`src/mdu_cfg.svh`:
```
`ifndef MDU_CFG_SVH
`define MDU_CFG_SVH

// Datapath and register file
`define MDU_XLEN        32
`define MDU_PRF_COUNT   64
`define MDU_PRF_BITS    6
`define MDU_ROB_BITS    5

// Fixed unit latencies, in clock edges from the accepting edge
`define MDU_MUL_CYCLE   4
`define MDU_DIV_CYCLE   36

// Reservation window of the issue timelines
`define MDU_TIMELINE    40

`endif

```
`src/mduPkg.sv`:
```
`include "mdu_cfg.svh"

package mduPkg;

    typedef logic [`MDU_XLEN-1:0]     Word;
    typedef logic [`MDU_PRF_BITS-1:0] PrfNum;
    typedef logic [`MDU_ROB_BITS-1:0] RobId;

    typedef enum logic [3:0] {
        NOP_U,
        MULTHI_U,
        MULTLO_U,
        MULTUHI_U,
        MULTULO_U,
        DIVHI_U,
        DIVLO_U,
        DIVUHI_U,
        DIVULO_U
    } UopKind;

    typedef struct packed {
        logic   valid;
        UopKind uOP;
        PrfNum  src0;
        PrfNum  src1;
        PrfNum  dstPAddr;
        RobId   id;
    } UopBundle;

    typedef struct packed {
        Word rs0Data;
        Word rs1Data;
    } PrfReadData;

    typedef struct packed {
        logic  wen;
        PrfNum rd;
        Word   wdata;
    } PrfWrite;

    typedef struct packed {
        logic setFinish;
        RobId id;
    } RobFinish;

endpackage

```
`src/mduCore.sv`:
```
`timescale 1ns/1ps
`include "mdu_cfg.svh"

module mduCore import mduPkg::*; (
    input  logic                     clk,
    input  logic                     rst,

    input  UopBundle                 uopHi,
    input  UopBundle                 uopLo,

    output logic                     mulStart,
    output logic                     mulSigned,
    output logic                     divStart,
    output logic                     divSigned,
    input  logic [2*`MDU_XLEN-1:0]   product,
    input  Word                      quotient,
    input  Word                      remainder,

    output PrfWrite                  wb,
    output RobFinish                 robFinish,
    output logic                     mulBusy,
    output logic                     divBusy
);

    localparam int Xlen = `MDU_XLEN;
    localparam int Tl   = `MDU_TIMELINE;
    localparam int MulC = `MDU_MUL_CYCLE;
    localparam int DivC = `MDU_DIV_CYCLE;

    // Multiplies landing on a divide's write slots or the slot before
    localparam logic [Tl-1:0] MulRsvMask  = Tl'(7) << (DivC - MulC - 2);
    // Busy until the divide's lo write, inclusive
    localparam logic [Tl-1:0] DivBusyMask = (Tl'(1) << (DivC + 2)) - Tl'(1);
    localparam UopBundle      NoUop       = '0;

    typedef enum logic [2:0] {idle, mulOutHi, mulOutLo, divOutHi, divOutLo} WbState;

    WbState        state;
    WbState        nxtState;
    logic [Tl-1:0] mulTimeLine;
    logic [Tl-1:0] divTimeLine;
    logic          mulAccept;
    logic          divAccept;
    UopBundle      mulQ [MulC + 2];
    UopBundle      divQ [DivC + 2];
    Word           mulLo;
    Word           divLo;
    UopBundle      outUop;
    Word           outData;

    function automatic UopBundle stamp(input UopBundle u, input logic take);
        UopBundle r;
        r       = take ? u : NoUop;
        r.valid = take;
        return r;
    endfunction

    //////////////////////////////////////////////////////////////////////
    // Issue and timelines
    //////////////////////////////////////////////////////////////////////

    assign mulBusy   = mulTimeLine[0];
    assign divBusy   = divTimeLine[0];
    assign mulAccept = uopHi.valid && !mulBusy &&
                       (uopHi.uOP == MULTHI_U || uopHi.uOP == MULTUHI_U);
    assign divAccept = uopHi.valid && !divBusy &&
                       (uopHi.uOP == DIVHI_U || uopHi.uOP == DIVUHI_U);
    assign mulStart  = mulAccept;
    assign divStart  = divAccept;
    assign mulSigned = (uopHi.uOP == MULTHI_U);
    assign divSigned = (uopHi.uOP == DIVHI_U);

    always_ff @(posedge clk) begin
        if (rst) begin
            mulTimeLine <= '0;
            divTimeLine <= '0;
        end else if (mulAccept) begin
            mulTimeLine <= (mulTimeLine >> 1) | Tl'(1);
            divTimeLine <= divTimeLine >> 1;
        end else if (divAccept) begin
            mulTimeLine <= (mulTimeLine >> 1) | MulRsvMask;
            divTimeLine <= (divTimeLine >> 1) | DivBusyMask;
        end else begin
            mulTimeLine <= mulTimeLine >> 1;
            divTimeLine <= divTimeLine >> 1;
        end
    end

    // Micro-op delay lines, entry 0 is the one being written back
    always_ff @(posedge clk) begin
        if (rst) begin
            for (int i = 0; i < MulC + 2; i++) begin
                mulQ[i] <= NoUop;
            end
            for (int i = 0; i < DivC + 2; i++) begin
                divQ[i] <= NoUop;
            end
        end else begin
            for (int i = 0; i < MulC + 1; i++) begin
                mulQ[i] <= mulQ[i+1];
            end
            if (mulAccept) begin
                mulQ[MulC] <= stamp(uopHi, mulAccept);
            end
            mulQ[MulC + 1] <= stamp(uopLo, mulAccept);
            for (int i = 0; i < DivC + 1; i++) begin
                divQ[i] <= divQ[i+1];
            end
            if (divAccept) begin
                divQ[DivC] <= stamp(uopHi, divAccept);
            end
            divQ[DivC + 1] <= stamp(uopLo, divAccept);
        end
    end

    //////////////////////////////////////////////////////////////////////
    // Writeback FSM
    //////////////////////////////////////////////////////////////////////

    always_comb begin
        case (state)
            mulOutHi: nxtState = mulOutLo;
            divOutHi: nxtState = divOutLo;
            default: begin
                if (mulQ[1].valid) begin
                    nxtState = mulOutHi;
                end else if (divQ[1].valid) begin
                    nxtState = divOutHi;
                end else begin
                    nxtState = idle;
                end
            end
        endcase
    end

    always_ff @(posedge clk) begin
        if (rst) begin
            state <= idle;
        end else begin
            state <= nxtState;
        end
    end

    // Lo halves parked for one cycle
    always_ff @(posedge clk) begin
        if (state == mulOutHi) begin
            mulLo <= product[Xlen-1:0];
        end
        if (state == divOutHi) begin
            divLo <= quotient;
        end
    end

    always_comb begin
        outUop  = NoUop;
        outData = '0;
        case (state)
            mulOutHi: begin
                outUop  = mulQ[0];
                outData = product[2*Xlen-1:Xlen];
            end
            mulOutLo: begin
                outUop  = mulQ[0];
                outData = mulLo;
            end
            divOutHi: begin
                outUop  = divQ[0];
                outData = remainder;
            end
            divOutLo: begin
                outUop  = divQ[0];
                outData = divLo;
            end
            default: ;
        endcase
        wb.wen              = outUop.valid;
        wb.rd               = outUop.dstPAddr;
        wb.wdata            = outData;
        robFinish.setFinish = outUop.valid;
        robFinish.id        = outUop.id;
    end

endmodule

```
`config.mk`:
```
export PLATFORM = sky130hd
export DESIGN_NAME = mduCore
export DESIGN_NICKNAME = d
export VERILOG_FILES = /design/src/mduPkg.sv /design/src/mduCore.sv
export VERILOG_INCLUDE_DIRS = /design/src
export SDC_FILE = /design/constraint.sdc
export NUM_CORES = 1
export LEC_CHECK = 0
export BUFFER_PORTS_ARGS = -buffer_cell sky130_fd_sc_hd__buf_2
export CORE_ASPECT_RATIO = 0.9
export CORE_UTILIZATION = 28
export CTS_CLUSTER_SIZE = 8
export DETAILED_ROUTE_END_ITERATION = 16
export GPL_ROUTABILITY_DRIVEN = 0
export REMOVE_ABC_BUFFERS = 1
export SYNTH_ARGS = -nofsm -noshare
export SYNTH_HDL_FRONTEND = slang
export SYNTH_SLANG_ARGS = --single-unit
export TNS_END_PERCENT = 20
```
`constraint.sdc`:
```
create_clock -name clk -period 3.08 [get_ports clk]
set_input_delay 0.308 -clock clk [delete_from_list [all_inputs] [get_ports clk]]
set_output_delay 0.308 -clock clk [all_outputs]
set_load 0.01 [all_outputs]
```
# Yosys cells after proc, flatten, opt, wreduce, memory -nomap -nowiden
# Memory sizes are Yosys's and may differ from the RTL's.
# Cells that the tools add are included.
[classes]
n_eq_ne = 8
muxes = 68
bitwise_logic = 46
n_reduce_logical = 10
[op_table]
columns = ["cell", "count"]
rows = [
  ["28-bit two-way mux", 46],
  ["32-bit one-hot mux with 4 select lines", 1],
  ["27-bit two-way mux", 4],
  ["38-bit two-way mux", 2],
  ["33-bit two-way mux", 2],
  ["28-bit one-hot mux with 2 select lines", 1],
  ["1-bit bitwise OR", 46],
  ["1-bit two-way mux", 9],
  ["4-bit by 3-bit equality test with 1-bit output (second input constant)", 2],
  ["3-bit by 2-bit equality test with 1-bit output (second input constant)", 2],
  ["3-bit one-hot mux with 2 select lines", 1],
  ["4-bit by 1-bit equality test with 1-bit output (second input constant)", 1],
  ["4-bit by 2-bit equality test with 1-bit output (second input constant)", 1],
  ["1-bit logical AND", 4],
  ["2-bit two-way mux", 2],
  ["2-bit OR reduction", 2],
  ["3-bit by 1-bit equality test with 1-bit output (second input constant)", 1],
  ["3-bit equality test (second input constant)", 1],
  ["1-bit logical NOT", 2],
  ["1-bit logical OR", 2],
]
[totals]
register_bits = 139
ramBits = 1232
inputBits = 186
output_inout_bits = 51
wordCells = 139
mem_count = 2
[mem_list]
columns = ["memory", "words", "width", "read_ports", "rd_clocked_by_memory_dff", "wr", "line_no", "rtl"]
rows = [
  ["divQ", 38, 28, 38, 0, 38, "mduCore.sv:45", "UopBundle divQ [DivC + 2];"],
  ["mulQ", 6, 28, 6, 0, 6, "mduCore.sv:44", "UopBundle mulQ [MulC + 2];"],
]

# Longest topological paths before layout
# Gate-level depths: netlist of the first run.
[depth]
ltp_word = 7
ltp_mapped = 7
mapped_depth_nobuf = 4

# Worst setup path before layout of the first run
# Ideal clock, no wire load.
[synth_path]
kind = "flip-flop to flip-flop"
start = "register state[1]"
end = "register divLo[0] (enable)"
setup_time_ns = 0.421
arrival_time_ns = 2.184
required_ns = 2.659
setup_slack_ns = 0.475
path_stages_with_launch = 5
n_path_buf = 2
synth_period_minus_slack_ns = 2.605
path_cell_list = "dfxtp_1 -> buf_2 -> buf_1 -> inv_1 -> nor2_1"
[synth_via]
elab_chain_len = 1
[synth_rtl]
columns = ["element", "line_no", "rtl"]
rows = [
  ["from (decl)", "mduCore.sv:38", "WbState state;"],
  ["from (signal assigned)", "mduCore.sv:138", "state <= idle;"],
  ["from (signal assigned)", "mduCore.sv:140", "state <= nxtState;"],
  ["3-bit by 2-bit equality test with 1-bit output", "mduCore.sv:149", "if (state == divOutHi) begin"],
  ["to (signal assigned)", "mduCore.sv:150", "divLo <= quotient;"],
  ["to (decl)", "mduCore.sv:47", "Word divLo;"],
]
# Every way passes these cells.
# A chain may end at the register's enable or synchronous reset.

==> out/summary.txt, run 1 <==
FLOW RUN
----------------------------------------------------------------------------------------------------
Maxcap violations                                                                                  0

CLOCKING
----------------------------------------------------------------------------------------------------
CTS H-tree depth                                                                                   3
Clock sink total                                                                                 663
Root buffer cell                                                                           clkbuf_16
CTS tree                                                                                       built
Worst-skew pair later-pin latency                                                            0.62 ns
Resized Gates After CTS                                                                            0
Post-CTS setup repair buffer count                                                                 0
Clock buffers created by TritonCTS                                                                94
Clock-pin slew reported for the worst setup and hold paths after clock tree synthesis        0.05 ns
Max Buffers Root-to-Sink                                                                           3

SYNTH
----------------------------------------------------------------------------------------------------
Cell types with the largest area share after synthesis                                  dfxtp_1 (58%), nor2b_1 (16%), edfxtp_1 (13%)
Post-synthesis instance area                                                             19,870 um^2
Synth warn                                                                                         0
Count of flip-flops with a built-in enable after synthesis                                        88
Register area share after synthesis                                                           0.7122
Most frequent cells after synthesis                                                     dfxtp_1 (575), nor2b_1 (509), edfxtp_1 (88), nand2_1 (88), clkbuf_1 (66)
Post-synthesis average cell area                                                          12.59 um^2
Share of synthesized flip-flops with an asynchronous set or reset                                  0
Post-Syn Instances                                                                             1,579
Area share of the largest cell type after synthesis                                           0.5792
Flip-flop cell with the highest count after synthesis                                        dfxtp_1
Netlist cell types                                                                                35
Library cell occupying the most area in the post-synthesis netlist                           dfxtp_1
Register bit count reported by yosys                                                             663
Most numerous cell in the Yosys netlist                                                      dfxtp_1

PLACED DESIGN
----------------------------------------------------------------------------------------------------
Post-detail-place hpwl                                                                     19,080 um
Number of buffers inserted by port buffering                                                     207
Instance area after placement                                                            21,880 um^2
Worst slack at placement                                                                   0.8670 ns

STA
----------------------------------------------------------------------------------------------------
Max frequency                                                                             0.3584 GHz
Clock period minus final worst setup slack                                                  2.791 ns
Setup-violating endpoint count in the final report                                                 0
Final worst slack                                                                          0.2894 ns
Setup repair after global routing missed its margin                                            false
Ratio of final minimum period to clock period                                                 0.9060
Worst max-slew margin expressed relative to the limit                                         0.3352
Clock skew after layout                                                                   0.03193 ns
Slew at the pin closest to its max-slew limit                                              0.9897 ns
Final TNS setup                                                                                 0 ns
Final Hold Fails                                                                                   0
Final Slew Violations                                                                              0

GRT
----------------------------------------------------------------------------------------------------
First-pass GRT wire length                                                                 49,690 um
Via count of the first global-routing pass                                                    10,540
Initial antenna violation count                                                                    0
Total grt overflow                                                                                 0
Total track usage                                                                            0.08564
Maximum number of pins on one net before global-route repair                                     191

CELLS AND AREA
----------------------------------------------------------------------------------------------------
Area of all placed cells without fillers                                                 25,290 um^2
Number of fillers in the final layout                                                          6,791
Layout area overhead                                                                          27.27%
Layout cells sized above 1                                                                    0.1773
Fin nets                                                                                       2,081
Final standard cell utilization of the core                                                   0.3608

FLOORPLAN
----------------------------------------------------------------------------------------------------
Chip height                                                                                 254.7 um
Core area                                                                                70,100 um^2
Die span in x                                                                               282.8 um
Total number of placement rows                                                                    92
# IOs                                                                                            237
Starting utilization of the core area                                                         0.2835
Die Footprint                                                                            72,050 um^2

SETUP PATH
----------------------------------------------------------------------------------------------------
Endpoint of the most critical register-to-register path                                 divQ[36][27]
Critical Path AT                                                                             2.48 ns
Data required, critical path                                                                 2.77 ns
FF-to-FF path depth                                                                                4
Worst Setup Path Type                                                                     reg -> out
Worst R2R Setup Slack                                                                        1.00 ns
Kind of start point of the critical path                                                        flop
Worst flop-to-flop path startpoint                                                      divTimeLine[0]
Kind of capture point of the worst setup path                                             output pin
Worst-path fanout max                                                                             43

ROUTING
----------------------------------------------------------------------------------------------------
Wire length per cell after detailed routing                                                 11.09 um
Sum of routed wire length over all layers                                                  31,830 um
Drt initial violations                                                                           376
Number of nets with antenna violations after detailed routing                                      0
Detailed-route DRC error count                                                                     0
Vias after detailed routing                                                                   11,150
First-pass iteration count of the detailed router                                                  4
Mean number of vias per cell                                                                   3.886

MIN PATH
----------------------------------------------------------------------------------------------------
Launch point of the worst hold path                                                        uopHi[23]
Hold Path Class                                                                            in -> reg
Hold EP                                                                                 divQ[37][27]
Cell depth of the worst hold path                                                                  3

POWER AND IR DROP
----------------------------------------------------------------------------------------------------
Fraction of power consumed by sequential logic                                                 0.482
Proportion of power drawn by combinational gates                                               0.024
Switching power share of the total                                                            0.1963
Switching Power                                                                             3.614 mW
Clock network power share                                                                      0.494
Cell Pwr Density                                                                        727.7 nW/um^2
Leakage component of the power                                                              9.852 nW
VDD IR-drop max                                                                          0.0004424 V
Cell internal pwr                                                                           14.79 mW

RUN STATUS
----------------------------------------------------------------------------------------------------
Outcome                                                                                 finished, final reports clean

-- critical path, cell delays in order, from the launching register on --
cell and delay, ns:
dfxtp_4 0.74, buf_4 0.42, mux2i_1 0.12, o221ai_1 0.36, buf_2 0.21
-- cells by family (layout without fill, tap and decap cells) --
logic type	count (synthesis)	count (layout)	share of synthesized area
flops	663	663	0.7122
simple gates	648	648	0.1939
buf+inv	115	442	0.02669
compound gates	108	108	0.04483
mux	44	44	0.02216
other cells	1	25	0.0001887
-- what timing repair did --
action                                  CTS  global route
hold buffers                             76             0
endpoints found under the setup margin    0             0
hold endpoints to repair                 96             0
-- sequential cells by signal, summed over array words and instances, names as in the netlist --
| register | count |
|---|---|
| state | 3 |
| mulLo | 32 |
| divQ | 456 |
| mulTimeLine | 33 |
| divLo | 32 |
| divTimeLine | 35 |
| mulQ | 72 |
-- worst max path at each step --
stage	from	end	slack, ns	cells past startpoint
final	state[1]	wb[18]	0.29	4
after global routing	divTimeLine[0]	divStart	0.18	4
after CTS	state[1]	wb[18]	0.26	4
after detailed placement	uopHi[25]	divStart	0.87	5
after global placement	uopHi[25]	divStart	0.96	5
after floorplan	state[1]	divLo[0]	-1.38	2
-- layout by cell type (no fill, tap or decap), types with 3 or more instances in the layout --
cell	n
dfxtp_1	574
clkbuf_16	96
clkbuf_8	3
and2_1	23
buf_4	12
nor2b_1	509
edfxtp_1	88
nand2_1	88
inv_1	12
inv_6	3
o221ai_1	44
dlygate4sd3_1	76
conb_1	24
buf_2	206
nor4_1	11
a22o_1	11
o21a_1	41
clkbuf_1	24
nor3_1	4
a31o_1	9
buf_12	3
mux2i_1	44
-- cell type report --
type | instances | area [um^2] | area share
sequential | 663 | 14160 | 0.5597
multi-input combinational | 824 | 5299 | 0.2095
clock buffer | 123 | 2534 | 0.1002
timing repair buffer | 298 | 1957 | 0.07737
tap | 940 | 1176 | 0.04650
clock inverter | 7 | 113.9 | 0.004502
inverter | 14 | 53.80 | 0.002127
antenna | 1 | 2.502 | 0.00009894
-- metal layers --
metal,GRT usage,vias to the layer above,part of all wire
li1,-,5693,-
met1,0.1053,5068,0.48
met2,0.1313,312,0.42
met3,0.02794,79,0.064
met4,0.04911,0,0.038
met5,0,-,0
-- power by group through the flow --
stage / sequential, mW / clock [mW] / combinational (mW)
2_1_floorplan: 9.04 / 0 / 0.107
3_3_place_gp: 9.04 / 0 / 0.348
3_5_place_dp: 9.04 / 0 / 0.359
4_1_cts: 8.87 / 9.44 / 0.438
5_1_grt: 8.87 / 9.86 / 0.481
6_report: 8.88 / 9.10 / 0.433
-- stage by stage --
stage | power [mW] | cells | hold slack (ns)
3_3_place_gp | 9.386 | 2663 | 0.4157
4_1_cts | 18.75 | 2869 | 0.06445
2_1_floorplan | 9.142 | 1501 | 0.3796
3_5_place_dp | 9.400 | 2663 | 0.4204
5_1_grt | 19.21 | 2869 | 0.1010
6_report | 18.41 | 2870 | 0.1180
(Power assumes the default switching activity.)
==> run 2: changes to the inputs <==
- CORE_UTILIZATION: 28 -> 30
- SETUP_SLACK_MARGIN: not set -> 0.5
==> out/summary.txt, run 2 (synthesized netlist as in run 1, its figures left out) <==
GRT
----------------------------------------------------------------------------------------------------
First-pass GRT wire length                                                                 53,470 um
Via count of the first global-routing pass                                                    10,980
Maximum number of pins on one net before global-route repair                                     180
Initial antenna violation count                                                                    4
Total grt overflow                                                                                 0
Total track usage                                                                            0.09871

FLOORPLAN
----------------------------------------------------------------------------------------------------
Die span in x                                                                               273.3 um
Starting utilization of the core area                                                         0.3035
# IOs                                                                                            237
Die Footprint                                                                            67,280 um^2
Core area                                                                                65,480 um^2
Total number of placement rows                                                                    89
Chip height                                                                                 246.2 um

CLOCKING
----------------------------------------------------------------------------------------------------
Clock sink total                                                                                 663
Clock-pin slew reported for the worst setup and hold paths after clock tree synthesis        0.05 ns
Clock buffers created by TritonCTS                                                                93
Worst-skew pair later-pin latency                                                            0.59 ns
Root buffer cell                                                                           clkbuf_16
Max Buffers Root-to-Sink                                                                           3
CTS H-tree depth                                                                                   3
CTS tree                                                                                       built

SETUP PATH
----------------------------------------------------------------------------------------------------
Data required, critical path                                                                 2.77 ns
Stages on worst setup path                                                                         5
CP Capture Point                                                                            divStart
Critical path origin                                                                    divTimeLine[0]
Endpoint of the most critical register-to-register path                                 divQ[36][27]
Master of the slowest instance on the critical path                                         clkinv_2
Largest stage delay, worst path                                                              0.40 ns
Kind of start point of the critical path                                                        flop
Worst Setup Path Type                                                                     reg -> out
Worst flop-to-flop path startpoint                                                      divTimeLine[0]
Worst-path fanout max                                                                             38
Critical Path AT                                                                             2.19 ns
Top Family by Delay on Critical Path                                                    buffers and inverters
WP buf/inv                                                                                         3
Kind of capture point of the worst setup path                                             output pin
FF-to-FF path depth                                                                                5
Worst R2R Setup Slack                                                                        1.22 ns
Worst-path cell chain                                                                   nand3b_1 -> buf_4 -> or2_4 -> clkinv_2 -> buf_2

STA
----------------------------------------------------------------------------------------------------
Setup-violating endpoint count in the final report                                                 0
Ratio of final minimum period to clock period                                                 0.8104
Final Slew Violations                                                                              0
Clock period minus final worst setup slack                                                  2.496 ns
Setup repair after global routing missed its margin                                             true
Worst max-slew margin expressed relative to the limit                                         0.3787
Slew at the pin closest to its max-slew limit                                              0.9320 ns
Max frequency                                                                             0.4006 GHz
Final Hold Fails                                                                                   0
Clock skew after layout                                                                   0.01396 ns

ROUTING
----------------------------------------------------------------------------------------------------
Sum of routed wire length over all layers                                                  33,370 um
Drt initial violations                                                                           441
Met2 wire length                                                                           14,670 um
Detailed-route DRC error count                                                                     0
Top routing layer used                                                                          met4
Vias after detailed routing                                                                   11,270
Number of nets with antenna violations after detailed routing                                      0
Mean number of vias per cell                                                                   4.034
Wire length on met3                                                                          2164 um
First-pass iteration count of the detailed router                                                  4
Metal1 wirelength                                                                          15,700 um
Wire length per cell after detailed routing                                                 11.95 um

CELLS AND AREA
----------------------------------------------------------------------------------------------------
Final standard cell utilization of the core                                                   0.3844
Register with the most flip-flops                                                               divQ
Layout cells sized above 1                                                                    0.1773
Area of all placed cells without fillers                                                 25,170 um^2
Antenna Cells                                                                                      0
Area used by sequential logic in the layout                                              14,160 um^2
Leading cell type in the layout, fill and taps excluded                                      dfxtp_1
Max reg flops                                                                                    456
Number of fillers in the final layout                                                          6,229
Commonest cells after routing, fill and taps aside                                      dfxtp_1 (574), nor2b_1 (509), buf_2 (206), clkbuf_16 (96)
Largest registers in the final layout                                                   divQ (456), mulQ (72), divTimeLine (35)
Multi-input gate area in the final layout                                                  5309 um^2
Layout area overhead                                                                          26.65%
Fin nets                                                                                       2,082

MIN PATH
----------------------------------------------------------------------------------------------------
Hold Path Class                                                                            in -> reg
Launch point of the worst hold path                                                              rst

POWER AND IR DROP
----------------------------------------------------------------------------------------------------
Cell Pwr Density                                                                        721.9 nW/um^2
VDD IR-drop max                                                                          0.0004338 V
Leakage component of the power                                                              9.836 nW

PLACED DESIGN
----------------------------------------------------------------------------------------------------
Number of buffers inserted by port buffering                                                     207
Post-detail-place hpwl                                                                     19,230 um
Instance area after placement                                                            21,800 um^2

RUN STATUS
----------------------------------------------------------------------------------------------------
Outcome                                                                                 finished, final reports clean

FLOW RUN
----------------------------------------------------------------------------------------------------
Maxcap violations                                                                                  0

-- run 2: changes by cell type in the layout (fill, tap and decap cells not counted), sizes merged --
cell	change
dlygate4sd3	-1
diode	-1
buf	+3
inv	-2
bufinv	-1
clkinv	+2
clkinvlp	-1
-- run 2: per-stage QoR --
step                      power, mW  cells  hold WS (ns)  TNS (ns)  worst slack [ns]
after floorplan               9.142   1501        0.3796   -128.37            -1.384
after global placement        9.389   2588        0.4157         0             1.033
after detailed placement      9.401   2588        0.4204         0            0.9757
after CTS                     18.51   2792       0.06048         0            0.3904
after global routing          18.94   2793       0.09785         0            0.4071
final                         18.17   2793        0.1045         0            0.5839
-- run 2: worst reg2reg max path, stage by stage (launching register included) --
cell and delay [ns]:
dfxtp_1 0.32, nand3b_1 0.10, buf_4 0.21, or2_4 0.24, clkinv_2 0.41, o21a_1 0.33
-- run 2: worst min path at each step --
stage / to / slack, ns / depth (start not counted)
floorplan: divQ[0][0] / 0.38 / 1
global placement: divQ[32][5] / 0.42 / 1
detailed placement: divQ[34][6] / 0.42 / 1
CTS: mulTimeLine[10] / 0.06 / 2
global route: mulTimeLine[18] / 0.1 / 2
finish: mulTimeLine[10] / 0.10 / 2
-- run 2: power by group --
group | switching, mW | internal (mW)
Clock | 3.30 | 5.56
Combinational | 0.234 | 0.207
Sequential | 0.0180 | 8.86
-- run 2: final cells by class --
class / instances / share of cell area
multi-input cells: 824 / 0.2109
well taps: 864 / 0.04295
inverters: 14 / 0.002138
clock inverters: 5 / 0.002187
repair buffers: 300 / 0.07984
flip-flops and latches: 663 / 0.5625
clock buffers: 123 / 0.09947
-- run 2: repair_timing --
action	4_1_cts	5_1_grt
pin swaps	0	0
endpoints found under the setup margin	17	13
resized for setup	1	3
setup buffers	1	1
hold endpoints to repair	86	0
hold buffers	75	0
-- run 2: layer usage --
layer | vias up | GRT usage
met5 | - | 0
met1 | 5164 | 0.1193
met3 | 66 | 0.02992
met4 | 0 | 0.04617
li1 | 5689 | -
met2 | 349 | 0.1602
==> run 3: changes to the inputs <==
- clock period: 3.08 -> 2.25 ns (I/O delays scaled with it)
==> out/summary.txt, run 3 (synthesized netlist as in run 1, its figures left out) <==
RUN STATUS
----------------------------------------------------------------------------------------------------
Outcome                                                                                 finished, final reports clean

SETUP PATH
----------------------------------------------------------------------------------------------------
FF-to-FF path depth                                                                                3
Endpoint of the most critical register-to-register path                                 mulQ[0][119]
Kind of start point of the critical path                                                        flop
Kind of capture point of the worst setup path                                             output pin
Data required, critical path                                                                 2.03 ns
Worst flop-to-flop path startpoint                                                      mulTimeLine[0]
Worst-path fanout max                                                                              7
Worst R2R Setup Slack                                                                        0.57 ns
Critical Path AT                                                                             2.02 ns
Worst Setup Path Type                                                                     reg -> out

FLOORPLAN
----------------------------------------------------------------------------------------------------
Chip height                                                                                 246.2 um
Total number of placement rows                                                                    89
Starting utilization of the core area                                                         0.3035
Core area                                                                                65,480 um^2
Die span in x                                                                               273.3 um
Die Footprint                                                                            67,280 um^2
# IOs                                                                                            237

STA
----------------------------------------------------------------------------------------------------
Clock period minus final worst setup slack                                                  2.240 ns
Worst hold margin                                                                         0.04980 ns
Clock skew after layout                                                                   0.01504 ns
Setup-violating endpoint count in the final report                                                 0
Slew at the pin closest to its max-slew limit                                              0.5573 ns
Final Slew Violations                                                                              0
Worst max-slew margin expressed relative to the limit                                         0.6284
Ratio of final minimum period to clock period                                                 0.9957
Max frequency                                                                             0.4464 GHz
Setup repair after global routing missed its margin                                             true
Final Hold Fails                                                                                   0

POWER AND IR DROP
----------------------------------------------------------------------------------------------------
Leakage component of the power                                                              10.18 nW
VDD IR-drop max                                                                          0.0006722 V
Cell Pwr Density                                                                        964.8 nW/um^2

PLACED DESIGN
----------------------------------------------------------------------------------------------------
Number of buffers inserted by port buffering                                                     207
Instance area after placement                                                            21,890 um^2
Post-detail-place hpwl                                                                     19,930 um

MIN PATH
----------------------------------------------------------------------------------------------------
Hold EP                                                                                 divQ[37][27]
Launch point of the worst hold path                                                        uopHi[23]
Hold Path Class                                                                            in -> reg
Cell depth of the worst hold path                                                                  3

ROUTING
----------------------------------------------------------------------------------------------------
Wire length on met3                                                                          2699 um
First-pass iteration count of the detailed router                                                  5
Vias after detailed routing                                                                   11,690
Detailed-route DRC error count                                                                     0
Top routing layer used                                                                          met4
Drt initial violations                                                                           468
Mean number of vias per cell                                                                   4.123
Met2 wire length                                                                           15,490 um
Sum of routed wire length over all layers                                                  36,180 um
Metal1 wirelength                                                                          16,040 um
Number of nets with antenna violations after detailed routing                                      0
Wire length per cell after detailed routing                                                 12.77 um

GRT
----------------------------------------------------------------------------------------------------
First-pass GRT wire length                                                                 56,940 um
Total grt overflow                                                                                 0
Initial antenna violation count                                                                    3
Maximum number of pins on one net before global-route repair                                     149
Total track usage                                                                             0.1069
Via count of the first global-routing pass                                                    11,350

CELLS AND AREA
----------------------------------------------------------------------------------------------------
Commonest cells after routing, fill and taps aside                                      dfxtp_1 (570), nor2b_1 (509), buf_2 (202), clkbuf_16 (96), edfxtp_1 (88)
Number of fillers in the final layout                                                          6,092
Leading cell type in the layout, fill and taps excluded                                      dfxtp_1
Layout area overhead                                                                          30.78%
Fin nets                                                                                       2,120
Max reg flops                                                                                    456
Largest registers in the final layout                                                   divQ (456), mulQ (72), divTimeLine (35)
Register with the most flip-flops                                                               divQ
Area of all placed cells without fillers                                                 25,990 um^2
Layout cells sized above 1                                                                    0.2062

CLOCKING
----------------------------------------------------------------------------------------------------
Max Buffers Root-to-Sink                                                                           3
CTS H-tree depth                                                                                   3
CTS tree                                                                                       built
Worst-skew pair later-pin latency                                                            0.61 ns
Clock buffers created by TritonCTS                                                                93
Clock-pin slew reported for the worst setup and hold paths after clock tree synthesis        0.05 ns
Root buffer cell                                                                           clkbuf_16
Clock sink total                                                                                 663

FLOW RUN
----------------------------------------------------------------------------------------------------
Maxcap violations                                                                                  0

[run 3: cell types whose count changed in the layout (fill, tap and decap cells not counted), sizes merged]
cell and change:
clkbuf +2, clkinv -1, buf +24, or2 +1, diode +1, nand2b +1
inv +2, dlygate4sd3 +11
[run 3: how the worst max path moves through the flow]
stage | slack (ns) | startpoint | to
floorplan | -2.21 | state[1] | divLo[0]
global placement | 0.30 | state[0] | wb[7]
detailed placement | 0.26 | state[0] | wb[7]
CTS | 0.05 | state[1] | wb[33]
global route | -0.05 | state[1] | wb[4]
finish | 0.01 | state[1] | wb[9]
[run 3: where the power goes]
group / switching [mW] / internal (mW) / total [mW]
clock: 4.63 / 7.62 / 12.3
sequential: 0.0294 / 12.1 / 12.2
combinational: 0.344 / 0.321 / 0.665
total: 5.01 / 20.1 / 25.1
[run 3: repair_timing]
item / 4_1_cts / 5_1_grt
hold buffers: 85 / 1
gates cloned: 10 / 1
pin swaps: 5 / 7
endpoints found under the hold margin: 120 / 1
gates resized for setup: 35 / 35
buffers inserted: 13 / 0
endpoints found under the setup margin: 111 / 79
[run 3: per-layer routing]
layer,track usage,up-vias
met5,0,-
met4,0.06802,0
met3,0.03694,135
met2,0.1689,429
met1,0.1232,5346
li1,-,5775
[run 3: area by class of cell]
cell class | instances | area, um^2 | area share
clock buffer | 124 | 2496 | 0.09605
sequential | 663 | 14160 | 0.5450
inverter | 14 | 55.05 | 0.002118
timing repair buffer | 336 | 2587 | 0.09956
antenna | 1 | 2.502 | 0.00009629
multi-input combinational | 826 | 5502 | 0.2117
tap | 864 | 1081 | 0.04160
clock inverter | 6 | 100.1 | 0.003852
[run 3: worst max-delay path, stage by stage (launching register included)]
cell      delay, ns
dfxtp_4        0.42
buf_16         0.17
buf_12         0.12
buf_16         0.11
mux2i_1        0.24
o221ai_1       0.16
buf_2          0.18
[run 3: metrics by stage]
step                std cells  setup WS (ns)  power (mW)    util  TNS (ns)
finish                   2834       0.009765       25.07  0.3969         0
global route             2834       -0.04690       26.07  0.3969   -0.2029
CTS                      2831        0.04769       25.47  0.3944         0
detailed placement       2593         0.2552       12.89  0.3343         0
global placement         2593         0.2969       12.87  0.3343         0
floorplan                1501         -2.214       12.52       -   -216.57
